$ cat config.mk
export PLATFORM = sky130hd
export DESIGN_NAME = controller_standby_i3c
export DESIGN_NICKNAME = d
export VERILOG_FILES = /design/src/logic/i3c_target_pkg.sv /design/src/logic/byte_link_if.sv /design/src/logic/bus_deserializer.sv /design/src/logic/rx_byte_fifo.sv /design/src/logic/rx_word_packer.sv /design/src/logic/controller_standby_i3c.sv
export SDC_FILE = /design/constraint.sdc
export NUM_CORES = 1
export LEC_CHECK = 0
export ABC_AREA = 1
export BUFFER_PORTS_ARGS = -buffer_cell sky130_fd_sc_hd__buf_4
export CORE_ASPECT_RATIO = 0.6
export CORE_MARGIN = 10
export CORE_UTILIZATION = 50
export CTS_BUF_LIST = sky130_fd_sc_hd__clkbuf_2 sky130_fd_sc_hd__clkbuf_4 sky130_fd_sc_hd__clkbuf_8
export CTS_CLUSTER_SIZE = 12
export DETAILED_ROUTE_END_ITERATION = 8
export GPL_TIMING_DRIVEN = 0
export PLACE_DENSITY_LB_ADDON = 0.2
export SKIP_LAST_GASP = 1
export SYNTH_ARGS = -nofsm -noshare
export SYNTH_HDL_FRONTEND = slang
export SYNTH_SLANG_ARGS = --single-unit
$ cat constraint.sdc
create_clock -name clk_i -period 2.25 [get_ports clk_i]
set_input_delay 0.45 -clock clk_i [delete_from_list [all_inputs] [get_ports clk_i]]
set_output_delay 0.45 -clock clk_i [all_outputs]
set_load 0.005 [all_outputs]
$ cat src/logic/i3c_target_pkg.sv
// Standby target shared definitions

package i3c_target_pkg;

  // Bus byte and RX queue word widths
  localparam int byte_w = 8;
  localparam int word_w = 32;
  localparam int bytes_per_word = word_w / byte_w;

  // Static address width
  localparam int addr_w = 7;

  // One bus byte, either raw data or the address byte after START
  typedef union packed {
    logic [byte_w-1:0] raw;
    struct packed {
      logic [addr_w-1:0] addr;
      logic              rnw;
    } adr;
  } bus_byte_u;

endpackage

$ cat src/logic/byte_link_if.sv
// Credit-controlled byte link
`timescale 1ns/100ps

interface byte_link_if #(
  parameter int fifo_depth = 8
);
  import i3c_target_pkg::*;

  logic      push;
  bus_byte_u data;
  logic      last;
  logic      credit;

  // Pointer math on both ends relies on this
  if (fifo_depth < 2 || (fifo_depth & (fifo_depth - 1)) != 0) begin : g_depth_check
    $error("byte_link_if: fifo_depth must be a power of two");
  end

  modport source (
    output push,
    output data,
    output last,
    input  credit
  );

  modport sink (
    input  push,
    input  data,
    input  last,
    output credit
  );

endinterface

$ cat src/logic/bus_deserializer.sv
// Bus deserializer with address match
`timescale 1ns/100ps

module bus_deserializer #(
  parameter int fifo_depth = 8
) (
  input  logic                              clk_i,
  input  logic                              rst_i,
  input  logic                              enable_i,
  input  logic [i3c_target_pkg::addr_w-1:0] static_addr_i,
  input  logic                              scl_i,
  input  logic                              sda_i,
  output logic                              sda_o,
  output logic                              overflow_o,
  byte_link_if.source                       link
);
  import i3c_target_pkg::*;

  localparam int cnt_w = $clog2(fifo_depth + 1);

  localparam logic [2:0] st_idle     = 3'd0;
  localparam logic [2:0] st_addr     = 3'd1;
  localparam logic [2:0] st_ack      = 3'd2;
  localparam logic [2:0] st_data     = 3'd3;
  localparam logic [2:0] st_data_ack = 3'd4;
  localparam logic [2:0] st_ignore   = 3'd5;

  logic [1:0]       scl_sync;
  logic [1:0]       sda_sync;
  logic             scl_prev;
  logic             sda_prev;
  logic             scl_rise;
  logic             scl_fall;
  logic             start_det;
  logic             stop_det;
  logic [2:0]       state_q;
  logic [3:0]       bit_cnt_q;
  bus_byte_u        shift_q;
  bus_byte_u        hold_q;
  logic             hold_valid_q;
  logic [cnt_w-1:0] credit_q;
  logic             sda_q;
  logic             overflow_q;
  logic             shift_en;
  logic             byte_done;
  logic             addr_match;
  logic             has_room;
  logic             accept;
  logic             flush;

  always_ff @(posedge clk_i) begin
    if (rst_i) begin
      scl_sync <= 2'b11;
      sda_sync <= 2'b11;
      scl_prev <= 1'b1;
      sda_prev <= 1'b1;
    end else begin
      scl_sync <= {scl_sync[0], scl_i};
      sda_sync <= {sda_sync[0], sda_i};
      scl_prev <= scl_sync[1];
      sda_prev <= sda_sync[1];
    end
  end

  assign scl_rise  = scl_sync[1] & ~scl_prev;
  assign scl_fall  = ~scl_sync[1] & scl_prev;
  assign start_det = scl_sync[1] & scl_prev & sda_prev & ~sda_sync[1];
  assign stop_det  = scl_sync[1] & scl_prev & ~sda_prev & sda_sync[1];

  assign shift_en   = scl_rise & (bit_cnt_q != 4'd8) &
                      ((state_q == st_addr) | (state_q == st_data));
  assign byte_done  = scl_fall & (bit_cnt_q == 4'd8);
  assign addr_match = (shift_q.adr.addr == static_addr_i) & ~shift_q.adr.rnw;
  // One credit stays reserved for the held byte
  assign has_room   = credit_q > cnt_w'(hold_valid_q);

  always_ff @(posedge clk_i) begin
    if (rst_i) begin
      state_q    <= st_idle;
      bit_cnt_q  <= '0;
      sda_q      <= 1'b1;
      overflow_q <= 1'b0;
    end else if (!enable_i) begin
      state_q <= st_idle;
      sda_q   <= 1'b1;
    end else if (start_det) begin
      state_q   <= st_addr;
      bit_cnt_q <= '0;
      sda_q     <= 1'b1;
    end else if (stop_det) begin
      state_q <= st_idle;
      sda_q   <= 1'b1;
    end else begin
      case (state_q)
        st_addr, st_data: begin
          if (shift_en) begin
            bit_cnt_q <= bit_cnt_q + 4'd1;
          end
          if (byte_done && state_q == st_addr) begin
            sda_q   <= ~addr_match;
            state_q <= st_ack;
          end else if (byte_done) begin
            sda_q      <= ~has_room;
            overflow_q <= overflow_q | ~has_room;
            state_q    <= st_data_ack;
          end
        end
        st_ack: begin
          if (scl_fall) begin
            sda_q     <= 1'b1;
            bit_cnt_q <= '0;
            state_q   <= sda_q ? st_ignore : st_data;
          end
        end
        st_data_ack: begin
          // A dropped byte keeps the FSM in data, later bytes are NACKed too
          if (scl_fall) begin
            sda_q     <= 1'b1;
            bit_cnt_q <= '0;
            state_q   <= st_data;
          end
        end
        default: begin
        end
      endcase
    end
  end

  always_ff @(posedge clk_i) begin
    if (shift_en) begin
      shift_q.raw <= {shift_q.raw[byte_w-2:0], sda_sync[1]};
    end
  end

  // End of an ACKed data bit, and end of transfer with a byte still held
  assign accept = enable_i & (state_q == st_data_ack) & scl_fall & ~sda_q;
  assign flush  = (start_det | stop_det) & hold_valid_q;

  always_ff @(posedge clk_i) begin
    if (rst_i) begin
      link.push    <= 1'b0;
      hold_valid_q <= 1'b0;
      credit_q     <= cnt_w'(fifo_depth);
    end else begin
      link.push <= (accept & hold_valid_q) | flush;
      if (accept) begin
        hold_valid_q <= 1'b1;
      end else if (flush) begin
        hold_valid_q <= 1'b0;
      end
      credit_q <= credit_q + cnt_w'(link.credit) - cnt_w'(link.push);
    end
  end

  always_ff @(posedge clk_i) begin
    if (accept) begin
      hold_q <= shift_q;
    end
    if (accept || flush) begin
      link.data <= hold_q;
      link.last <= flush;
    end
  end

  assign sda_o      = sda_q;
  assign overflow_o = overflow_q;

endmodule

$ cat src/logic/rx_byte_fifo.sv
// RX byte FIFO with credit return
`timescale 1ns/100ps

module rx_byte_fifo #(
  parameter int fifo_depth = 8
) (
  input  logic                      clk_i,
  input  logic                      rst_i,
  byte_link_if.sink                 link,
  output logic                      fifo_valid_o,
  output i3c_target_pkg::bus_byte_u fifo_data_o,
  output logic                      fifo_last_o,
  input  logic                      fifo_ready_i
);
  import i3c_target_pkg::*;

  localparam int ptr_w = $clog2(fifo_depth);

  bus_byte_u             data_mem [fifo_depth];
  logic [fifo_depth-1:0] last_mem;
  // Extra pointer bit tells full from empty
  logic [ptr_w:0]        wr_ptr_q;
  logic [ptr_w:0]        rd_ptr_q;
  logic                  pop;

  assign fifo_valid_o = wr_ptr_q != rd_ptr_q;
  assign pop          = fifo_valid_o & fifo_ready_i;
  assign fifo_data_o  = data_mem[rd_ptr_q[ptr_w-1:0]];
  assign fifo_last_o  = last_mem[rd_ptr_q[ptr_w-1:0]];

  always_ff @(posedge clk_i) begin
    if (link.push) begin
      data_mem[wr_ptr_q[ptr_w-1:0]] <= link.data;
      last_mem[wr_ptr_q[ptr_w-1:0]] <= link.last;
    end
  end

  always_ff @(posedge clk_i) begin
    if (rst_i) begin
      wr_ptr_q    <= '0;
      rd_ptr_q    <= '0;
      link.credit <= 1'b0;
    end else begin
      if (link.push) begin
        wr_ptr_q <= wr_ptr_q + 1'b1;
      end
      if (pop) begin
        rd_ptr_q <= rd_ptr_q + 1'b1;
      end
      // Freed entry goes back to the deserializer
      link.credit <= pop;
    end
  end

endmodule

$ cat src/logic/rx_word_packer.sv
// Byte to RX queue word packer
`timescale 1ns/100ps

module rx_word_packer (
  input  logic                              clk_i,
  input  logic                              rst_i,
  input  logic                              fifo_valid_i,
  input  i3c_target_pkg::bus_byte_u         fifo_data_i,
  input  logic                              fifo_last_i,
  output logic                              fifo_ready_o,
  output logic                              rx_queue_wvalid_o,
  input  logic                              rx_queue_wready_i,
  output logic [i3c_target_pkg::word_w-1:0] rx_queue_wdata_o,
  output logic                              rx_queue_wflush_o
);
  import i3c_target_pkg::*;

  localparam int lane_w = $clog2(bytes_per_word);

  logic [lane_w-1:0] lane_q;
  logic [word_w-1:0] word_q;
  logic              wvalid_q;
  logic              flush_q;
  logic              pop;
  logic              word_full;

  // No pops while a finished word waits
  assign fifo_ready_o = ~wvalid_q;
  assign pop          = fifo_valid_i & fifo_ready_o;
  assign word_full    = (lane_q == lane_w'(bytes_per_word - 1)) | fifo_last_i;

  always_ff @(posedge clk_i) begin
    if (rst_i) begin
      lane_q   <= '0;
      word_q   <= '0;
      wvalid_q <= 1'b0;
      flush_q  <= 1'b0;
    end else begin
      if (wvalid_q && rx_queue_wready_i) begin
        wvalid_q <= 1'b0;
        flush_q  <= 1'b0;
        word_q   <= '0;
      end
      if (pop) begin
        // Little-endian, byte k lands at bit 8k
        word_q[lane_q*byte_w +: byte_w] <= fifo_data_i.raw;
        if (word_full) begin
          lane_q   <= '0;
          wvalid_q <= 1'b1;
          flush_q  <= fifo_last_i;
        end else begin
          lane_q <= lane_q + 1'b1;
        end
      end
    end
  end

  assign rx_queue_wvalid_o = wvalid_q;
  assign rx_queue_wdata_o  = word_q;
  assign rx_queue_wflush_o = flush_q;

endmodule

$ cat src/logic/controller_standby_i3c.sv
// Standby target receive path
`timescale 1ns/100ps

module controller_standby_i3c #(
  parameter int fifo_depth = 8
) (
  input  logic                              clk_i,
  input  logic                              rst_i,
  input  logic                              enable_i,
  input  logic [i3c_target_pkg::addr_w-1:0] static_addr_i,
  input  logic                              scl_i,
  input  logic                              sda_i,
  output logic                              sda_o,
  output logic                              overflow_o,
  output logic                              rx_queue_wvalid_o,
  input  logic                              rx_queue_wready_i,
  output logic [i3c_target_pkg::word_w-1:0] rx_queue_wdata_o,
  output logic                              rx_queue_wflush_o
);
  import i3c_target_pkg::*;

  byte_link_if #(.fifo_depth(fifo_depth)) byte_link ();

  logic      fifo_valid;
  bus_byte_u fifo_data;
  logic      fifo_last;
  logic      fifo_ready;

  bus_deserializer #(.fifo_depth(fifo_depth)) xbus_deserializer (
    .clk_i        (clk_i),
    .rst_i        (rst_i),
    .enable_i     (enable_i),
    .static_addr_i(static_addr_i),
    .scl_i        (scl_i),
    .sda_i        (sda_i),
    .sda_o        (sda_o),
    .overflow_o   (overflow_o),
    .link         (byte_link.source)
  );

  rx_byte_fifo #(.fifo_depth(fifo_depth)) xrx_byte_fifo (
    .clk_i       (clk_i),
    .rst_i       (rst_i),
    .link        (byte_link.sink),
    .fifo_valid_o(fifo_valid),
    .fifo_data_o (fifo_data),
    .fifo_last_o (fifo_last),
    .fifo_ready_i(fifo_ready)
  );

  rx_word_packer xrx_word_packer (
    .clk_i            (clk_i),
    .rst_i            (rst_i),
    .fifo_valid_i     (fifo_valid),
    .fifo_data_i      (fifo_data),
    .fifo_last_i      (fifo_last),
    .fifo_ready_o     (fifo_ready),
    .rx_queue_wvalid_o(rx_queue_wvalid_o),
    .rx_queue_wready_i(rx_queue_wready_i),
    .rx_queue_wdata_o (rx_queue_wdata_o),
    .rx_queue_wflush_o(rx_queue_wflush_o)
  );

endmodule

==> key figures <==
GRT
  • GRT Total Usage: 0.1684
  • First-pass GRT wire length: about 26000 um
  • Number of global-route vias before repair: approximately 5300
  • Gr ovfl total: 0
  • Largest net degree at the start of global routing: 17
  • Initial antenna violation count: 0

Setup path
  • Kind of critical path: reg2reg
  • Critical Path Max Stage Delay: 620 ps
  • Crit path DAT: 2130 ps
  • Critical-path cell list: nand2_1 -> nor3_1 -> nor2_1 -> o21ai_1
  • Buf+Inv Stages, Crit Path: 0
  • Worst-path fanout max: 9
  • Worst Path Required: 2340 ps
  • Path depth of the worst reg2reg path: 4
  • Critical Path Slowest Stage Cell: o21ai_1
  • Setup crit end kind: register
  • Crit path launch type: register
  • Largest delay contributor family on the critical path: simple AND/OR/NAND/NOR gates
  • Worst reg2reg endpoint: xbus_deserializer.link.data[1]
  • R2r startpoint: xbus_deserializer.scl_sync[1]
  • Crit path from: xbus_deserializer.scl_sync[1]
  • Reg2Reg Setup Slack: 210 ps

Power and ir drop
  • LEAKAGE: about 3.4 nW
  • VDD IR max: 0.4485 mV
  • Pwr dens: 940.0 nW/um^2
  • Overall Power: 7.685 mW

Routing
  • DRC: 0
  • Via count: around 5400
  • Starting DRT DRC Count: between 400 and 500
  • Routed len/inst: 15.57 um
  • Drt first pass iters: 7
  • Vias per cell: ~5.2
  • Routed WL: 16180 um
  • Antenna-violating nets left: 0

CTS
  • Post-CTS Setup Bufs: 0
  • Num Clock Sinks: ~170
  • Clk slew on worst S/H paths: 90 ps
  • CTS Root Cell: clkbuf_8
  • Count of hold-fix buffers inserted at cts: 0
  • Total CTS buffers: 17
  • Max clock buf depth: 2
  • H-tree levels: 4
  • Post-cts gate resize count: 1
  • Clk_lat worst skew: around 460 ps
  • CTS tree: yes

Final layout
  • Final Non-Filler Cells: 1039
  • Nets: 864
  • Synthesis-to-layout area growth: 14.47%
  • Ant. Diodes: 0
  • Share of cells above drive strength 1: 0.1370
  • Final Cell Area: between 8000 and 9000 sq um
  • Final core occ: 0.5910
  • Filler Cells Inserted: between 1000 and 1500

Synth
  • Synth Net Count: 797
  • Share of the synthesized area in the top cell type: 0.4078
  • Ys flop type: edfxtp_1
  • Synth Warn #: 0
  • Syn Std Cell Area: 7142 sq um
  • Async SR Flop Fraction: 0
  • Synth Area in Simple Gates: 0.2381
  • Top cells by area, synth: edfxtp_1, dfxtp_1, nand2_1, nand3_1, inv_1
  • Post-synthesis mux area share: 0
  • Mapped Cells: 767
  • EDFF count, synth: 97
  • Yosys top cell by area: edfxtp_1
  • Post-synthesis sequential area ratio: 0.6013
  • Commonest cells in the netlist: nand2_1, inv_1, edfxtp_1
  • Synth Area in Compound Gates: 0.05133
  • Avg Cell Area, Syn: slightly above 9 sq um
  • Main combinational cell family by area after synthesis: simple AND/OR/NAND/NOR gates
  • Synth unique cells: 34
  • Xor and xnor area share after synthesis: 0.006132
  • FF+latch count, synth: about 170
  • Top-count cell post-synth: nand2_1
  • Synth Area in Adders: 0.03083

Floorplan
  • # IOs: 49
  • Core Area: 13830 sq um
  • Rows: 33
  • Die Width: around 170 um
  • Initial core utilization: 0.5163
  • Die Area: 19620 sq um
  • Die H: 112.6 um

Timing
  • Fin. Hold Viols: 0
  • Worst Tran Pin Value: 1069 ps
  • Min Hold Slack: 162.9 ps
  • Max frequency: slightly below 500 MHz
  • Tmin final: 2038 ps
  • Final Skew: 13.69 ps
  • Slack of the critical path: 211.8 ps
  • # setup viols final: 0
  • Max Transition Viols Final: 0
  • Slew Limit Headroom: 0.2848
  • RSZ-0062 raised after global routing: no
  • Setup TNS: 0 ps
  • Final period util: 0.9059

Worst hold path
  • Hold Crit Class: in2reg
  • Hold endpoint: xbus_deserializer.sda_sync[0]
  • Hold depth: 2
  • Hold_sp: sda_i

Flow run
  • Max-cap viol count: 0

Placed design
  • Setup WS pre-CTS: -59.81 ps
  • Inst Count DP: 1007
  • IO Port Bufs: 48
  • HPWL Detailed: between 10000 and 15000 um
  • Final Wtd Congestion: 0.9231
  • Dpl cell area: between 7000 and 8000 sq um

Status
  • Outcome: finished, final reports clean
[cell type report]
class	count	area (sq um)	share of cell area
sequential	166	4294	0.5253
inverter	114	430.4	0.05265
clock buffer	20	269.0	0.03290
buffer	19	86.33	0.01056
clock inverter	12	163.9	0.02005
timing repair buffer	48	360.3	0.04408
multi-input combinational	468	2331	0.2851
tap	192	240.2	0.02938
[how the worst max path moves through the flow]
| stage | endpoint | slack (ps) | depth (start not counted) |
|---|---|---|---|
| floorplan | xbus_deserializer.link.data[0] | 300 | 4 |
| global placement | xbus_deserializer.link.data[3] | -30 | 4 |
| detailed placement | xbus_deserializer.link.data[3] | -60 | 4 |
| CTS | xbus_deserializer.link.data[1] | 220 | 4 |
| global route | xbus_deserializer.link.data[1] | 40 | 4 |
| finish | xbus_deserializer.link.data[1] | 210 | 4 |
[power breakdown]
part	leakage, nW	total (mW)	internal, mW	switching, mW
registers	1.43	3.44	3.32	0.119
logic	1.75	1.90	0.643	1.26
clock network	0.217	2.34	1.19	1.15
[routing by layer]
layer | wire, um | up-vias | share of wire | track usage
met5 | 0 | - | 0 | 0
met4 | 189 | 0 | 0.012 | 0.04594
met3 | 1517 | 22 | 0.094 | 0.05991
met2 | 6797 | 208 | 0.42 | 0.2457
met1 | 7676 | 2523 | 0.47 | 0.2318
li1 | - | 2624 | - | -
[logic make-up after synthesis]
family / Yosys count
and+or+nand+nor: 375
DFF: 166
buffers and inverters: 133
AOI/OAI and AO/OA: 71
adders and majority gates: 17
xor gates and xnor gates: 5
[registers in the layout, summed over array words and instances (netlist names), 2 cells and up, named ones only]
register / cells
xbus_deserializer.bit_cnt_q: 4
xbus_deserializer.credit_q: 4
xbus_deserializer.hold_q: 8
xbus_deserializer.link.data: 8
xbus_deserializer.scl_sync: 2
xbus_deserializer.sda_sync: 2
xbus_deserializer.shift_q: 8
xbus_deserializer.state_q: 3
xrx_byte_fifo.data_mem: 64
xrx_byte_fifo.last_mem: 8
xrx_byte_fifo.rd_ptr_q: 4
xrx_byte_fifo.wr_ptr_q: 4
xrx_word_packer.lane_q: 2
xrx_word_packer.rx_queue_wdata_o: 32
[layout by cell type (no fill, tap or decap), drive strengths merged]
| cell | netlist | layout |
|---|---|---|
| o21ba | 1 | 1 |
| nor3 | 6 | 6 |
| fa | 1 | 1 |
| a211oi | 1 | 1 |
| nor2 | 73 | 73 |
| nor3b | 1 | 1 |
| o21ai | 32 | 32 |
| xor2 | 5 | 5 |
| nand3 | 91 | 91 |
| clkinvlp | 0 | 2 |
| bufinv | 0 | 3 |
| nand4 | 6 | 6 |
| o211ai | 1 | 1 |
| edfxtp | 97 | 97 |
| ha | 16 | 16 |
| nand2 | 173 | 173 |
| a21oi | 35 | 35 |
| clkinv | 1 | 1 |
| dfxtp | 69 | 69 |
| o22ai | 1 | 1 |
| inv | 113 | 120 |
| clkbuf | 10 | 30 |
| or2 | 9 | 9 |
| and2 | 16 | 16 |
| buf | 9 | 57 |
(Power assumes the default switching activity.)
